**src/include/tile_macros.svh**
```systemverilog
`ifndef TILE_MACROS_SVH
`define TILE_MACROS_SVH

// Horizontal timing in pixel clocks
`define H_VISIBLE 640
`define H_FRONT 16
`define H_SYNC 96
`define H_BACK 48

// Vertical timing in lines
`define V_VISIBLE 480
`define V_FRONT 10
`define V_SYNC 2
`define V_BACK 33

// Tiles are 32x32 pixels
`define TILE_SHIFT 5
`define MAP_ROWS 15
`define SCROLL_MAX 80

// Kept small so a press settles in a few cycles
`define DB_COUNT_BITS 4

`define TRANSPARENT_COLOR 12'hF4F
`define SKY_COLOR 12'hE18

`endif
```
**src/rtl/tile_pkg.sv**
```systemverilog
package tile_pkg;

	// Screen coordinate, wide enough for the 800 clock line
	typedef logic [9:0] coord_t;

	// 4 bits each of red, green, blue
	typedef logic [11:0] rgb_t;

	// 0 is empty, 1 to 16 bank A, 17 to 31 bank B
	typedef logic [4:0] tile_t;

	typedef logic [10:0] map_addr_t;

	// Tile within bank, row in tile, column in tile
	typedef logic [13:0] sprite_addr_t;

	typedef logic [7:0] scroll_t;

	typedef enum logic [1:0] {
		DB_IDLE,
		DB_WAIT_HIGH,
		DB_HELD,
		DB_WAIT_LOW
	} db_state_t;

endpackage

```
**src/rtl/button_debounce.sv**
```systemverilog
`timescale 1ns/100ps
`include "tile_macros.svh"

module button_debounce (
	input logic clk,
	input logic reset,
	input logic sw,
	output logic level,
	output logic tick
);
	import tile_pkg::*;

	db_state_t state;
	logic [`DB_COUNT_BITS-1:0] count;
	logic count_done;
	logic sw_meta;
	logic sw_sync;

	// Two flops in front of the FSM, the button is asynchronous
	always_ff @(posedge clk) begin
		if (reset) begin
			sw_meta <= 1'b0;
			sw_sync <= 1'b0;
		end else begin
			sw_meta <= sw;
			sw_sync <= sw_meta;
		end
	end

	assign count_done = &count;

	always_ff @(posedge clk) begin
		if (reset) begin
			state <= DB_IDLE;
			count <= '0;
			tick <= 1'b0;
		end else begin
			tick <= 1'b0;
			case (state)
				DB_IDLE: begin
					count <= '0;
					if (sw_sync)
						state <= DB_WAIT_HIGH;
				end
				DB_WAIT_HIGH: begin
					if (!sw_sync) begin
						state <= DB_IDLE;
					end else if (count_done) begin
						state <= DB_HELD;
						tick <= 1'b1;
					end else begin
						count <= count + 1'b1;
					end
				end
				DB_HELD: begin
					count <= '0;
					if (!sw_sync)
						state <= DB_WAIT_LOW;
				end
				DB_WAIT_LOW: begin
					// A bounce back high returns to held without a new tick
					if (sw_sync)
						state <= DB_HELD;
					else if (count_done)
						state <= DB_IDLE;
					else
						count <= count + 1'b1;
				end
				default: state <= DB_IDLE;
			endcase
		end
	end

	assign level = (state == DB_HELD) || (state == DB_WAIT_LOW);

	a_tick_single: assert property (
		@(posedge clk) disable iff (reset) tick |=> !tick
	);

endmodule

```
**config.mk**
```make
export PLATFORM = sky130hd
export DESIGN_NAME = button_debounce
export DESIGN_NICKNAME = d
export VERILOG_FILES = /design/src/rtl/tile_pkg.sv /design/src/rtl/button_debounce.sv
export VERILOG_INCLUDE_DIRS = /design/src /design/src/include
export SDC_FILE = /design/constraint.sdc
export NUM_CORES = 1
export LEC_CHECK = 0
export BUFFER_PORTS_ARGS = -buffer_cell sky130_fd_sc_hd__buf_2
export CAP_MARGIN = 25
export CORE_AREA = 5 5 42 44
export DETAILED_ROUTE_END_ITERATION = 10
export DIE_AREA = 0 0 47 49
export GPL_TIMING_DRIVEN = 0
export PLACE_DENSITY = 0.39
export SLEW_MARGIN = 20
export SYNTH_ARGS = -nofsm -noshare
export SYNTH_HDL_FRONTEND = slang
export SYNTH_SLANG_ARGS = --single-unit
```
**constraint.sdc**
```tcl
create_clock -name clk -period 2.55 [get_ports clk]
set_input_delay 0.255 -clock clk [delete_from_list [all_inputs] [get_ports clk]]
set_output_delay 0.255 -clock clk [all_outputs]
set_load 0.005 [all_outputs]
```
==> impl_metrics.json <==
{
  "clk_latency_ns": 0.26,
  "crit_fanout": 6,
  "n_antenna_cell": 0,
  "grt_start_max_net_pins": 10,
  "finalWorstSetupSlack_ns": 1.17,
  "drtIter0Drc": 4,
  "crit_required_ns": 2.68,
  "antenna_found_initial": 0,
  "finalSetupViolCount": 0,
  "grtUsageTotal_pct": 6.00,
  "synth.distinct_cells": 19,
  "portBuffers": 4,
  "hold_path_depth": 2,
  "cts_sinks": 9,
  "die_area_um2": 2300,
  "ys_async_sr_fraction_pct": 0,
  "synth_xor_xnor_area_share_pct": 2.45,
  "yosys.area_share.simple_pct": 23.4,
  "rsz0062_at_grt": "false",
  "nets": 48,
  "irDropWorstVdd_mv": 0.307,
  "wl_um": 651,
  "synth_compound_area_share_pct": 16.8,
  "syn_area_um2": 358,
  "antenna_left": 0,
  "area_growth_pct": 18.5,
  "grt_pass1_vias": 229,
  "synth-warning-count": 0,
  "synth_top_area_share_pct": 50.3,
  "arrival_ns": 1.51,
  "relSlewSlack_pct": 56.6,
  "dieWidth_um": 47,
  "r2r-start": "count[0]",
  "finalMaxSlewViolations": 0,
  "tightest_slew_ns": 0.646,
  "post-place-ws_ns": 1.16,
  "cts_resized": 0,
  "drtPass1Iterations": 2,
  "fin_crit_sh_pct": 54.1,
  "post_cts_buffers": 0,
  "synth_common_cells": "dfxtp_1, a21oi_1, nor2b_1",
  "via_count": 296,
  "synth_nets": 39,
  "muxShareOfSynthArea_pct": 0,
  "hp-start": "sw",
  "max_cap_violations": 0,
  "ios": 5,
  "htree_levels": 1,
  "postLayoutCoreUtil_pct": 30.3,
  "cts_root_buf": "clkbuf_4",
  "fillers": 153,
  "yosysTopAreaCell": "dfxtp_1",
  "cts_buffers": 3,
  "ys.flop_type": "dfxtp_1",
  "start_util_pct": 25.5,
  "yosysSeqAreaShare_pct": 50.3,
  "wl_per_cell_um": 11.0,
  "layout-drive-gt1-share_pct": 18.6,
  "hold_class": "in2reg",
  "synth-edff-count": 0,
  "syn-instance-count": 35,
  "viasPerCell": 5.02,
  "drcViolationCount": 0,
  "power_uw": 258,
  "fin_skew_ns": 0.00580,
  "tritoncts": "built",
  "finalCriticalPeriod_ns": 1.38,
  "grt_overflow": 0,
  "routabilityCongestion": 0.619,
  "die_h_um": 49,
  "ctsHoldBuffers": 0,
  "placementRows": 14,
  "outcome": "finished, final reports clean",
  "core_area_um2": 1400,
  "p_leak_nw": 0.154,
  "final_hold_viol_count": 0,
  "synth_most_common_cell": "dfxtp_1",
  "syn_avg_cell_area_um2": 10.2,
  "crit_type": "reg2reg",
  "clock_path_buffers": 2,
  "synth_top_family_by_area": "simple AND/OR/NAND/NOR gates",
  "power_density_nw_per_um2": 609,
  "crit_start": "count[0]",
  "synthAdderAreaFrac_pct": 3.50,
  "start_kind": "flip-flop",
  "end_kind": "flip-flop",
  "tns_ns": 0,
  "grt_pass1_wl_um": 966,
  "r2r_cells": 4,
  "ys_ff_latch": 9,
  "fmax_mhz": 725,
  "synth_area_leaders": "dfxtp_1, nor2b_1, o311ai_0",
  "clkTransAtPathRegs_ns": 0.06
}
==> cells in the final DEF, fill, tap and decap left out <==
master         instances
clkbuf_4               3
nand4_1                1
dfxtp_1                9
nand2b_1               1
o21ai_0                2
nand3_1                2
dlygate4sd1_1          1
nor2b_1                3
clkbuf_1               1
inv_1                  1
ha_1                   1
o311ai_0               2
or3b_1                 1
a21oi_1                3
xnor2_1                1
nor3b_1                1
nand2_1                1
buf_2                  4
and3_2                 1
nor4b_1                1
o41ai_1                2
or3_1                  1
==> final timing paths <==
kind / endpoint / slack [ns]
hold / removal: sw_meta / 0.21
setup / recovery: count[3] / 1.17
hold reg to reg: sw_sync / 0.44
setup reg to reg: count[3] / 1.17
==> kinds of logic (layout without fill, tap and decap cells) <==
logic type,count (synthesis),in the layout
and+or+nand+nor,13,13
AOI/OAI and AO/OA,9,9
DFF,9,9
buffers and inverters,2,10
adders and majority gates,1,1
xor gates and xnor gates,1,1
==> report_power, final <==
part           switching, mW  leakage (nW)  internal (mW)  total [mW]
registers            0.00107        0.0730          0.143       0.144
logic                0.00389        0.0660        0.00327     0.00715
clock network         0.0473        0.0150         0.0601       0.107
total                 0.0522         0.154          0.206       0.258
==> metal layers <==
| metal | routed length, um | up-vias | part of all wire, % | global-route usage (%) |
|---|---|---|---|---|
| met5 | 0 | - | 0 | 0 |
| met4 | 0 | 0 | 0 | 2.76 |
| met3 | 43 | 0 | 6.6 | 3.69 |
| met2 | 291 | 7 | 45 | 7.69 |
| met1 | 317 | 138 | 49 | 7.74 |
| li1 | - | 151 | - | - |
==> critical path, cell delays in order, from the launching register on <==
cell and delay (ns):
dfxtp_1 0.32, ha_1 0.22, and3_2 0.26, o311ai_0 0.33, o41ai_1 0.12
==> area by class of cell <==
| class | instances | area, um^2 | area share (%) |
|---|---|---|---|
| plain buffers | 1 | 8.76 | 2.06 |
| repair buffers | 4 | 20.0 | 4.72 |
| inverters | 1 | 3.75 | 0.885 |
| flip-flops and latches | 9 | 180 | 42.5 |
| multi-input cells | 24 | 165 | 38.9 |
| clock buffers | 4 | 26.3 | 6.19 |
| well taps | 16 | 20.0 | 4.72 |
==> through the flow <==
step,std cells,hold WS (ns),instance area [um^2]
6_report,59,0.212,424
2_1_floorplan,35,0.324,358
3_3_place_gp,55,0.420,398
5_1_grt,59,0.207,424
4_1_cts,59,0.213,424
3_5_place_dp,55,0.425,398
(Power assumes the default switching activity.)
