## config.mk

```make
export PLATFORM = sky130hd
export DESIGN_NAME = vga_timing_flat
export DESIGN_NICKNAME = d
export VERILOG_FILES = /design/src/rtl/tile_pkg.sv /design/src/rtl/video_if.sv /design/src/rtl/vga_timing.sv /design/src/flat_wrapper.sv
export VERILOG_INCLUDE_DIRS = /design/src /design/src/include
export SDC_FILE = /design/constraint.sdc
export NUM_CORES = 1
export LEC_CHECK = 0
export BUFFER_PORTS_ARGS = -buffer_cell sky130_fd_sc_hd__buf_2
export CORE_ASPECT_RATIO = 0.6
export CORE_UTILIZATION = 25
export CTS_BUF_LIST = sky130_fd_sc_hd__clkbuf_2
export DETAILED_ROUTE_END_ITERATION = 7
export GPL_TIMING_DRIVEN = 0
export PLACE_DENSITY = 0.46
export SLEW_MARGIN = 20
export SYNTH_ARGS = -nofsm -noshare
export SYNTH_HDL_FRONTEND = slang
export SYNTH_SLANG_ARGS = --single-unit
```

## constraint.sdc

```tcl
create_clock -name clk -period 2.5 [get_ports clk]
set_input_delay 0.375 -clock clk [delete_from_list [all_inputs] [get_ports clk]]
set_output_delay 0.375 -clock clk [all_outputs]
set_load 0.05 [all_outputs]
```

## src/include/tile_macros.svh

```systemverilog
`ifndef TILE_MACROS_SVH
`define TILE_MACROS_SVH

// Horizontal timing in pixel clocks
`define H_VISIBLE 640
`define H_FRONT 16
`define H_SYNC 96
`define H_BACK 48

// Vertical timing in lines
`define V_VISIBLE 480
`define V_FRONT 10
`define V_SYNC 2
`define V_BACK 33

// Tiles are 32x32 pixels
`define TILE_SHIFT 5
`define MAP_ROWS 15
`define SCROLL_MAX 80

// Kept small so a press settles in a few cycles
`define DB_COUNT_BITS 4

`define TRANSPARENT_COLOR 12'hF4F
`define SKY_COLOR 12'hE18

`endif
```

## src/rtl/tile_pkg.sv

```systemverilog
package tile_pkg;

	// Screen coordinate, wide enough for the 800 clock line
	typedef logic [9:0] coord_t;

	// 4 bits each of red, green, blue
	typedef logic [11:0] rgb_t;

	// 0 is empty, 1 to 16 bank A, 17 to 31 bank B
	typedef logic [4:0] tile_t;

	typedef logic [10:0] map_addr_t;

	// Tile within bank, row in tile, column in tile
	typedef logic [13:0] sprite_addr_t;

	typedef logic [7:0] scroll_t;

	typedef enum logic [1:0] {
		DB_IDLE,
		DB_WAIT_HIGH,
		DB_HELD,
		DB_WAIT_LOW
	} db_state_t;

endpackage

```

## src/rtl/video_if.sv

```systemverilog
`timescale 1ns/100ps

interface video_if;
	import tile_pkg::*;

	coord_t pix_x;
	coord_t pix_y;
	logic video_on;

	// Active low
	logic hsync;
	logic vsync;

	modport source (
		output pix_x, pix_y, video_on, hsync, vsync
	);

	modport sink (
		input pix_x, pix_y, video_on, hsync, vsync
	);

endinterface

```

## src/rtl/vga_timing.sv

```systemverilog
`timescale 1ns/100ps
`include "tile_macros.svh"

module vga_timing (
	input logic clk,
	input logic reset,
	video_if.source vid
);
	import tile_pkg::*;

	localparam int H_TOTAL = `H_VISIBLE + `H_FRONT + `H_SYNC + `H_BACK;
	localparam int V_TOTAL = `V_VISIBLE + `V_FRONT + `V_SYNC + `V_BACK;

	localparam coord_t H_LAST = coord_t'(H_TOTAL - 1);
	localparam coord_t V_LAST = coord_t'(V_TOTAL - 1);
	localparam coord_t H_VIS = coord_t'(`H_VISIBLE);
	localparam coord_t V_VIS = coord_t'(`V_VISIBLE);
	localparam coord_t HS_FIRST = coord_t'(`H_VISIBLE + `H_FRONT);
	localparam coord_t HS_LAST = coord_t'(`H_VISIBLE + `H_FRONT + `H_SYNC - 1);
	localparam coord_t VS_FIRST = coord_t'(`V_VISIBLE + `V_FRONT);
	localparam coord_t VS_LAST = coord_t'(`V_VISIBLE + `V_FRONT + `V_SYNC - 1);

	coord_t h_cnt;
	coord_t v_cnt;
	coord_t h_next;
	coord_t v_next;
	logic h_end;
	logic v_end;

	assign h_end = (h_cnt == H_LAST);
	assign v_end = (v_cnt == V_LAST);

	always_comb begin
		h_next = h_end ? '0 : h_cnt + 1'b1;
		v_next = v_cnt;
		// Line counter steps once per wrap of the pixel counter
		if (h_end)
			v_next = v_end ? '0 : v_cnt + 1'b1;
	end

	// Flags are decoded from the next count so they line up with the coordinates
	always_ff @(posedge clk) begin
		if (reset) begin
			h_cnt <= '0;
			v_cnt <= '0;
			vid.video_on <= 1'b1;
			vid.hsync <= 1'b1;
			vid.vsync <= 1'b1;
		end else begin
			h_cnt <= h_next;
			v_cnt <= v_next;
			vid.video_on <= (h_next < H_VIS) && (v_next < V_VIS);
			vid.hsync <= !((h_next >= HS_FIRST) && (h_next <= HS_LAST));
			vid.vsync <= !((v_next >= VS_FIRST) && (v_next <= VS_LAST));
		end
	end

	assign vid.pix_x = h_cnt;
	assign vid.pix_y = v_cnt;

	a_h_in_range: assert property (
		@(posedge clk) disable iff (reset) h_cnt <= H_LAST
	);

endmodule

```

## src/flat_wrapper.sv

```systemverilog
// flat-port wrapper written by rule: the top's interface ports become plain ports
module vga_timing_flat import tile_pkg::*;
  (clk, reset, vid_pix_x, vid_pix_y, vid_video_on, vid_hsync, vid_vsync);
  video_if vid_i ();
  input logic clk;
  input logic reset;
  output wire logic [$bits(vid_i.pix_x)-1:0] vid_pix_x;
  output wire logic [$bits(vid_i.pix_y)-1:0] vid_pix_y;
  output wire logic [$bits(vid_i.video_on)-1:0] vid_video_on;
  output wire logic [$bits(vid_i.hsync)-1:0] vid_hsync;
  output wire logic [$bits(vid_i.vsync)-1:0] vid_vsync;
  assign vid_pix_x = vid_i.pix_x;
  assign vid_pix_y = vid_i.pix_y;
  assign vid_video_on = vid_i.video_on;
  assign vid_hsync = vid_i.hsync;
  assign vid_vsync = vid_i.vsync;
  vga_timing u_core (.clk(clk), .reset(reset), .vid(vid_i));
endmodule
```

==> metrics.yaml, run 1 <==
run_status:
  outcome: "complete, no violations"
worst_setup_path:
  reg2reg_to: "u_core.vid.vsync"
  crit_chain: "or3_1, buf_2, or3_4, or4_4, a211oi_4, nand4_1"
  critPathKind: "flip-flop to flip-flop"
  cp-end-kind: "flip-flop"
  crit_path_max_fanout: 8
  cp.depth: 6
  crit_path_max_incr_delay_ns: 0.52
  worstPathArrival_ns: 2.62
  worstReg2RegStart: "u_core.vid.pix_x[5]"
  path_delay_family: "simple AND/OR/NAND/NOR gates"
  worstPathBufferInverterCount: 1
  crit_start: "u_core.vid.pix_x[5]"
  endpoint: "u_core.vid.vsync"
  critPathRequiredTime_ns: 2.73
  crit_slowest_cell: "or4_4"
  reg2reg_depth: 6
  rrSetupSlack_ns: 0.11
  start_kind: "flip-flop"
timing:
  max_freq_mhz: 418
  slew_viol_final: 0
  fin_crit_ns: 2.39
  maxSlewHeadroom_pct: 65.6
  hold_viol_final: 0
  rsz0062_at_grt: "false"
  finalSetupViolCount: 0
  tightest_slew_ns: 0.516
  finClkSkew_ns: 0.00210
  finalCritPeriodShare_pct: 95.7
clock_tree:
  clock_tree.buffer_depth: 2
  cts_tree: "yes"
  htree_levels: 1
  cts_sinks: 23
  cts_root_buffer: "clkbuf_2"
  hold_buffers: 0
  cts_buffers: 3
  path_clk_slew_ns: 0.21
  clock_latency_ns: 0.33
yosys:
  synth_simple_gate_area_share_pct: 31.0
  synth_flop_cell: "dfxtp_1"
  synthXorXnorAreaFrac_pct: 6.15
  synth_edf_count: 0
  ys_seq_elements: 23
  synthTopCellsByArea: "dfxtp_1, xnor2_1, a21oi_1"
  syn_area_um2: 1280
  synth_area_per_cell_um2: 8.37
  yosysSeqAreaShare_pct: 35.9
  synth_compound_area_share_pct: 15.9
  synth_top_area_share_pct: 35.9
  synth_adder_area_share_pct: 3.91
  synthDistinctLibCells: 45
  synth_top_family_by_area: "simple AND/OR/NAND/NOR gates"
  yosys_warnings: 0
  post-synth-top-count-cell: "dfxtp_1"
  synth_fp_nets: 159
  synthTopCellsByCount: "dfxtp_1, nor2_1, a21oi_1, nand2_1, nor3_1"
  async_reset_ff_share_pct: 0
  yosysTopAreaCell: "dfxtp_1"
  muxShareOfSynthArea_pct: 0
  synthCells: 153
routing:
  vias_per_cell: 4.88
  wl_per_cell_um: 13.0
  ant_nets: 0
  drt_iter0_markers: 69
  drc_errors: 0
  wl_um: 3150
  first_pass_iters: 4
  vias: 1187
flow_run:
  drv_cap: 0
place:
  dp_hpwl_um: 2360
  gp_congestion: 0.828
  place_area_um2: 1480
  io_buffers: 23
grt:
  grt_first_pass_wirelength_um: 5360
  grt_pass1_vias: 1096
  grt_max_degree: 13
  antenna_found_initial: 0
  overflow: 0
  grt_usage_pct: 12.8
power_and_ir_drop:
  swShare_pct: 28.4
  p_clk_share_pct: 25.5
  power.net_switching_w: 0.000174
  p_int_w: 0.000437
  ir_worst_vdd_v: 0.000209
  combPwrFrac_pct: 11.7
  seq_power_share_pct: 62.8
  power.leakage_nw: 0.594
  power_density_nw_per_um2: 396
floorplanning:
  ioPinCount: 25
  std_cell_rows: 19
  start_util_pct: 26.9
  dieArea_um2: 5420
  core-area_um2: 4750
  die_h_um: 57.5
  die_width_um: 94.4
layout:
  antenna_cells: 0
  multi_input_area_um2: 759
  postLayoutCellArea_um2: 1540
  final_core_util_pct: 32.5
  regArea_um2: 475
  layout.nets: 187
  syn2layout_area_growth_pct: 20.5
  n_fill_cell: 497
  drive_above_1_share_pct: 27.8
hold_path:
  hold_class: "input port to flip-flop"
layout by cell type (no fill, tap or decap), types with 2 or more instances in the layout:
cell / count
xnor2_1: 8
inv_1: 8
nand2b_1: 2
dfxtp_1: 17
nand2_1: 10
dfxtp_2: 3
dfxtp_4: 3
nor4_1: 4
nor3_1: 10
nor2_1: 12
a311oi_1: 2
a211oi_1: 4
clkbuf_1: 2
clkbuf_2: 5
a21oi_1: 10
nand3_1: 9
o21ai_0: 4
nand4_1: 5
buf_2: 24
ha_1: 3
or3_1: 3
and4_1: 3
buf_4: 3
layout make-up:
cell class                 count  share of cell area, %
buffer                         8                   3.73
clock buffer                   4                   1.30
inverter                       8                   1.94
multi-input combinational    113                   49.2
sequential                    23                   30.8
tap                           63                   5.11
timing repair buffer          24                   7.94
how the worst min path moves through the flow:
stage / start / end / slack (ns) / cells past startpoint
global placement: u_core.vid.pix_x[0] / u_core.vid.pix_x[0] / 0.47 / 1
finish: reset / u_core.vid.pix_x[4] / 0.20 / 2
CTS: reset / u_core.vid.pix_x[4] / 0.17 / 2
detailed placement: u_core.vid.pix_x[0] / u_core.vid.pix_x[0] / 0.47 / 1
floorplan: reset / u_core.vid.pix_x[4] / 0.55 / 2
global route: reset / u_core.vid.pix_x[4] / 0.15 / 2
worst register-to-register path: cells and delay by family (launching register included):
family	cells	cell delay (ns)
simple gates	4	1.46
buf+inv	1	0.16
flops	1	0.39
compound gates	1	0.28
per-stage QoR:
stage	std cells	total power, W	TNS, ns	setup WS, ns	hold slack [ns]
after floorplan	153	0.000446	0	0.00437	0.555
after global placement	239	0.000463	-0.220	-0.124	0.468
after detailed placement	239	0.000463	-0.156	-0.0931	0.474
after CTS	244	0.000625	0	0.00376	0.174
after global routing	243	0.000646	0	0.00630	0.146
final	243	0.000611	0	0.106	0.201
logic make-up (layout without fill, tap and decap cells):
logic type      after synthesis  after routing
fa+ha+maj                     4              4
flops                        23             23
simple gates                 70             70
xor+xnor                      9              9
compound gates               30             30
buf+inv                      17             44
power groups by stage:
stage / Clock (W) / Sequential, W / Combinational, W
finish: 0.000156 / 0.000384 / 0.0000714
global route: 0.000184 / 0.000386 / 0.0000763
CTS: 0.000169 / 0.000384 / 0.0000715
detailed placement: 0 / 0.000392 / 0.0000706
global placement: 0 / 0.000392 / 0.0000709
floorplan: 0 / 0.000416 / 0.0000298
registers in the layout (all words and copies together), names as in the netlist:
name                 flops
u_core.vid.video_on      1
u_core.vid.pix_x        10
u_core.vid.pix_y        10
u_core.vid.hsync         1
u_core.vid.vsync         1
routing by layer:
metal	up-vias	part of all wire, %	track usage (%)
li1	610	-	-
met1	542	53	19.0
met2	33	40	17.8
met3	2	6.2	3.87
met4	0	0.86	2.64
met5	-	0	0
timing repair:
item                                    CTS  global route
buffers inserted                          1             0
cloned                                    0             0
resized for setup                         5             6
endpoints found under the setup margin    2             4
pin swaps                                 0             2
(Power assumes the default switching activity.)
==> inputs of run 2 (changes only) <==
- ABC_AREA: default -> 1
- CTS_BUF_LIST: sky130_fd_sc_hd__clkbuf_2 -> default
==> run 2 against run 1 <==
The flow now finishes with violations (DRC); worst hold slack improved by 0.15 ns; first-iteration DRC count rose by 49%; clock skew rose by 0.0028 ns; global-route usage rose by 1.4 points; design area rose by 5.4%; clock power rose by 47%; critical endpoint unchanged; highest routed layer unchanged.
==> metrics.yaml, run 2 <==
worst_setup_path:
  cp-end-kind: "flip-flop"
  start_kind: "flip-flop"
  crit_slowest_cell: "dfxtp_1"
  cpMostUsedCell: "nand2_1"
  critPathKind: "flip-flop to flip-flop"
  worstPathArrival_ns: 2.22
  crit_path_max_fanout: 10
  crit_chain: "ha_1, nand2_1, nor2_4, nand3_4, inv_4, buf_12, nand2_1, nand2_1, nand3_1, nor2_1, nand2_1"
  crit_path_max_incr_delay_ns: 0.44
  critPathRequiredTime_ns: 2.66
  path_delay_family: "simple AND/OR/NAND/NOR gates"
  worstPathBufferInverterCount: 2
power_and_ir_drop:
  power.net_switching_w: 0.000149
  ir_worst_vdd_v: 0.000190
  power_density_nw_per_um2: 394
  p_int_w: 0.000491
  p_clk_share_pct: 35.9
  power.leakage_nw: 0.751
  swShare_pct: 23.3
  combPwrFrac_pct: 5.5
  seq_power_share_pct: 58.5
floorplanning:
  core-area_um2: 5180
  ioPinCount: 25
  die_width_um: 97.9
  dieArea_um2: 5830
  std_cell_rows: 20
  die_h_um: 59.6
  start_util_pct: 26.6
layout:
  regArea_um2: 460
  layout.nets: 253
  final_common_cell: "nand2_1"
  postLayoutCellArea_um2: 1630
  drive_above_1_share_pct: 14.2
  syn2layout_area_growth_pct: 18.0
  mostFrequentLayoutCells: "nand2_1, nor2_1, inv_1"
  antenna_cells: 0
  n_fill_cell: 597
  multi_input_area_um2: 781
grt:
  grt_max_degree: 13
  antenna_found_initial: 0
  grt_usage_pct: 14.1
  grt_first_pass_wirelength_um: 6200
  grt_pass1_vias: 1167
  overflow: 0
clock_tree:
  htree_levels: 1
  cts_sinks: 23
  clock_latency_ns: 0.26
  cts_tree: "yes"
  cts_resized: 0
  clock_tree.buffer_depth: 2
  cts_buffers: 3
  path_clk_slew_ns: 0.08
  post_cts_buffers: 0
  cts_root_buffer: "clkbuf_8"
  hold_buffers: 0
yosys:
  synthXorXnorAreaFrac_pct: 2.54
  muxShareOfSynthArea_pct: 0
  synth_edf_count: 0
  synth_flop_cell: "dfxtp_1"
  synthDistinctLibCells: 28
  synth_compound_area_share_pct: 5.62
  yosysSeqAreaShare_pct: 33.4
  yosysTopAreaCell: "dfxtp_1"
  synth_area_per_cell_um2: 6.33
  post-synth-top-count-cell: "nand2_1"
  synthCells: 218
  synthTopCellsByArea: "dfxtp_1, nand2_1, nor2_1"
  synth_simple_gate_area_share_pct: 44.8
  synth_fp_nets: 224
  synth_adder_area_share_pct: 3.63
  async_reset_ff_share_pct: 0
  synth_top_area_share_pct: 33.4
  syn_area_um2: 1380
  synth_top_family_by_area: "simple AND/OR/NAND/NOR gates"
  synthTopCellsByCount: "nand2_1, nor2_1, inv_1"
  yosys_warnings: 0
  ys_seq_elements: 23
routing:
  first_pass_iters: 6
  ant_nets: 0
  drc_errors: 1
  vias: 1379
  vias_per_cell: 4.42
  wl_per_cell_um: 12.1
  wl_um: 3760
  drt_iter0_markers: 103
timing:
  finalCritPeriodShare_pct: 82.5
  finalSetupViolCount: 0
  tns_ns: 0
  fin_crit_ns: 2.06
  slew_viol_final: 0
  finClkSkew_ns: 0.00487
  tightest_slew_ns: 0.593
  max_freq_mhz: 485
  hold_viol_final: 0
  rsz0062_at_grt: "false"
  maxSlewHeadroom_pct: 60.4
hold_path:
  hold_class: "input port to flip-flop"
place:
  gp_congestion: 0.795
  place_area_um2: 1580
  io_buffers: 24
  dp_hpwl_um: 2970
run_status:
  outcome: "finished, violations left"
  violations: "DRC"
flow_run:
  drv_cap: 0
## run 2: changes by cell type in the layout (fill, tap and decap cells not counted), sizes merged, moves of 3 or more
| cell | change |
|---|---|
| o21ai | +3 |
| and4 | -3 |
| xnor2 | -7 |
| a211oi | -4 |
| nand3 | +11 |
| nor3 | -7 |
| nor2 | +31 |
| clkbuf | -3 |
| a21oi | -6 |
| nand2 | +55 |
| or3 | -5 |
| inv | +21 |
## run 2: power groups by stage
| stage | sequential (W) | combinational [W] | clock [W] |
|---|---|---|---|
| 2_1_floorplan | 0.000397 | 0.0000118 | 0 |
| 6_report | 0.000375 | 0.0000356 | 0.000230 |
| 3_5_place_dp | 0.000384 | 0.0000357 | 0 |
| 5_1_grt | 0.000377 | 0.0000388 | 0.000263 |
| 4_1_cts | 0.000375 | 0.0000360 | 0.000243 |
| 3_3_place_gp | 0.000384 | 0.0000362 | 0 |
## run 2: layout make-up
type / count / area share, %
Sequential cell: 23 / 28.3
Inverter: 29 / 6.84
Clock buffer: 4 / 2.77
Buffer: 3 / 1.69
Tap cell: 66 / 5.07
Timing Repair Buffer: 24 / 7.38
Multi-Input combinational cell: 163 / 48.0
## run 2: per-stage QoR
step	hold WS (ns)	utilization (%)	instances	setup slack, ns	power (W)
after floorplan	0.479	-	218	0.465	0.000409
after global placement	0.535	30.6	308	0.438	0.000420
after detailed placement	0.546	30.6	308	0.473	0.000420
after CTS	0.341	31.4	312	0.457	0.000654
after global routing	0.352	31.4	312	0.278	0.000678
final	0.349	31.4	312	0.437	0.000641
## run 2: worst paths after layout
| check | startpoint | end | slack [ns] | cells after the start |
|---|---|---|---|---|
| worst max-delay path | u_core.vid.pix_x[0] | u_core.vid.vsync | 0.44 | 11 |
| worst min-delay path | reset | u_core.vid.hsync | 0.35 | 3 |
| worst max register to register | u_core.vid.pix_x[0] | u_core.vid.vsync | 0.44 | 11 |
| worst min register to register | u_core.vid.pix_x[0] | u_core.vid.pix_x[0] | 0.56 | 1 |
## run 2: layer usage
layer / GRT usage [%] / wire [um] / vias up
met2: 15.9 / 1210 / 42
li1: - / - / 743
met3: 4.01 / 270 / 2
met4: 1.95 / 15 / 0
met5: 0 / 0 / -
met1: 24.2 / 2260 / 592
## run 2: cells by family after synthesis
family | after synthesis
XOR/XNOR | 4
AO/OA/AOI/OAI | 14
flip-flops | 23
adder cells (fa/ha/maj) | 4
buffers and inverters | 32
AND/OR/NAND/NOR | 141
## run 2: worst min-delay path: stages
cell and delay, ns:
buf_2 0.11, nor4_1 0.05, nand2_1 0.05
==> inputs of run 3 (changes only) <==
- ABC_AREA: 1 -> 0
- clock period: 2.5 -> 2.1 ns (I/O delays scaled with it)
==> run 3 against run 2 <==
The run ends with setup timing left; largest power group unchanged; clock power increased by 22%; global-route usage about the same; sequential power is 22% higher; first-iteration DRC count increased by 24%; sequential cell count did not move; utilization up 3.8 points; highest routed layer unchanged.
==> metrics.yaml, run 3 (same netlist as run 1, synthesis figures left out) <==
routing:
  wl_um: 3630
  first_pass_iters: 4
  vias_per_cell: 4.98
  drc_errors: 0
  drt_iter0_markers: 128
  vias: 1251
  ant_nets: 0
  wl_per_cell_um: 14.4
grt:
  antenna_found_initial: 0
  grt_usage_pct: 14.1
  grt_first_pass_wirelength_um: 5690
  grt_max_degree: 13
  grt_pass1_vias: 1081
  overflow: 0
clock_tree:
  clock_tree.buffer_depth: 2
  htree_levels: 1
  clock_latency_ns: 0.27
  cts_buffers: 3
  cts_tree: "yes"
  cts_sinks: 23
  path_clk_slew_ns: 0.08
  cts_root_buffer: "clkbuf_8"
timing:
  finalSetupViolCount: 2
  max_freq_mhz: 448
  fin_crit_ns: 2.23
  fin_ws_ns: -0.135
  finalCritPeriodShare_pct: 106
  maxSlewHeadroom_pct: 68.7
  tns_ns: -0.254
  finClkSkew_ns: 0.00469
  tightest_slew_ns: 0.470
  slew_viol_final: 0
  hold_viol_final: 0
  rsz0062_at_grt: "true"
power_and_ir_drop:
  seq_power_share_pct: 55.4
  power.leakage_nw: 0.643
  swShare_pct: 26.6
  p_clk_share_pct: 34.0
  ir_worst_vdd_v: 0.000186
  power.net_switching_w: 0.000219
  p_int_w: 0.000604
  combPwrFrac_pct: 10.6
  power_density_nw_per_um2: 492
worst_setup_path:
  critPathKind: "flip-flop to flip-flop"
  crit_path_max_incr_delay_ns: 0.55
  worstPathArrival_ns: 2.36
  crit_slowest_cell: "or4_4"
  worstPathBufferInverterCount: 0
  critPathRequiredTime_ns: 2.22
  cp-end-kind: "flip-flop"
  crit_path_max_fanout: 4
  crit_chain: "or3_4, or3_4, or4_4, a211oi_4, nand4_1"
  cpMostUsedCell: "or3_4"
  path_delay_family: "simple AND/OR/NAND/NOR gates"
  start_kind: "flip-flop"
layout:
  postLayoutCellArea_um2: 1670
  syn2layout_area_growth_pct: 30.7
  regArea_um2: 485
  antenna_cells: 0
  multi_input_area_um2: 786
  n_fill_cell: 501
  drive_above_1_share_pct: 34.6
  layout.nets: 195
  final_common_cell: "buf_2"
  mostFrequentLayoutCells: "buf_2, buf_4, dfxtp_1"
run_status:
  outcome: "finished, violations left"
  violations: "setup timing"
floorplanning:
  std_cell_rows: 19
  ioPinCount: 25
  start_util_pct: 26.9
  die_h_um: 57.5
  core-area_um2: 4750
  dieArea_um2: 5420
  die_width_um: 94.4
hold_path:
  hold_class: "input port to flip-flop"
place:
  dp_hpwl_um: 2610
  gp_congestion: 0.813
  place_area_um2: 1530
  io_buffers: 23
flow_run:
  drv_cap: 0
==> run 3: changes by cell type in the layout (fill, tap and decap cells not counted), sizes merged, moves of 4 or more <==
cell    change
nand2      -55
nor2       -31
inv        -21
buf        +11
nand3      -11
nor3        +7
xnor2       +7
a21oi       +6
or3         +5
a211oi      +4
==> run 3: worst reg2reg max path, stage by stage, from the launching register on <==
cell	delay, ns
dfxtp_4	0.35
or3_4	0.41
or3_4	0.37
or4_4	0.55
a211oi_4	0.28
nand4_1	0.14
==> run 3: stage by stage <==
step	hold slack (ns)	worst slack (ns)	power, W	cells	util (%)
finish	0.243	-0.135	0.000823	251	35.2
global route	0.232	-0.177	0.000870	251	35.2
CTS	0.231	-0.226	0.000838	249	34.5
detailed placement	0.474	-0.319	0.000551	239	32.2
global placement	0.468	-0.369	0.000550	239	32.2
floorplan	0.487	-0.185	0.000531	153	-
==> run 3: worst paths after layout <==
check / startpoint / to / slack [ns] / cells after the start
min reg2reg: u_core.vid.pix_x[0] / u_core.vid.pix_x[0] / 0.48 / 1
min: reset / u_core.vid.pix_x[4] / 0.24 / 2
max: u_core.vid.pix_x[6] / u_core.vid.vsync / -0.13 / 5
max reg2reg: u_core.vid.pix_x[6] / u_core.vid.vsync / -0.13 / 5
==> run 3: timing repair <==
item / 4_1_cts / 5_1_grt
endpoints found under the hold margin: 0 / 0
gates resized for setup: 4 / 5
hold buffers: 0 / 0
gates cloned: 0 / 0
setup buffers: 7 / 4
pin swaps: 4 / 5
setup endpoints to repair: 6 / 5
==> run 3: final cells by class <==
| type | instances | share of cell area [%] |
|---|---|---|
| flip-flops and latches | 23 | 29.0 |
| well taps | 63 | 4.71 |
| inverters | 8 | 1.79 |
| clock buffers | 4 | 2.69 |
| multi-input cells | 113 | 46.9 |
| plain buffers | 6 | 3.06 |
| repair buffers | 34 | 11.8 |
==> run 3: metal layers <==
metal | share of wire [%] | vias to the layer above | wire length (um) | GRT usage (%)
met5 | 0 | - | 0 | 0
met2 | 38 | 56 | 1390 | 16.8
li1 | - | 623 | - | -
met3 | 8.5 | 4 | 309 | 4.53
met4 | 1.4 | 0 | 49 | 4.18
met1 | 52 | 568 | 1870 | 22.8
==> run 3: power groups by stage <==
stage	Combinational, W	Clock [W]	Sequential (W)
floorplan	0.0000369	0	0.000494
global placement	0.0000854	0	0.000465
detailed placement	0.0000856	0	0.000466
CTS	0.0000861	0.000296	0.000456
global route	0.0000949	0.000317	0.000458
finish	0.0000875	0.000280	0.000456
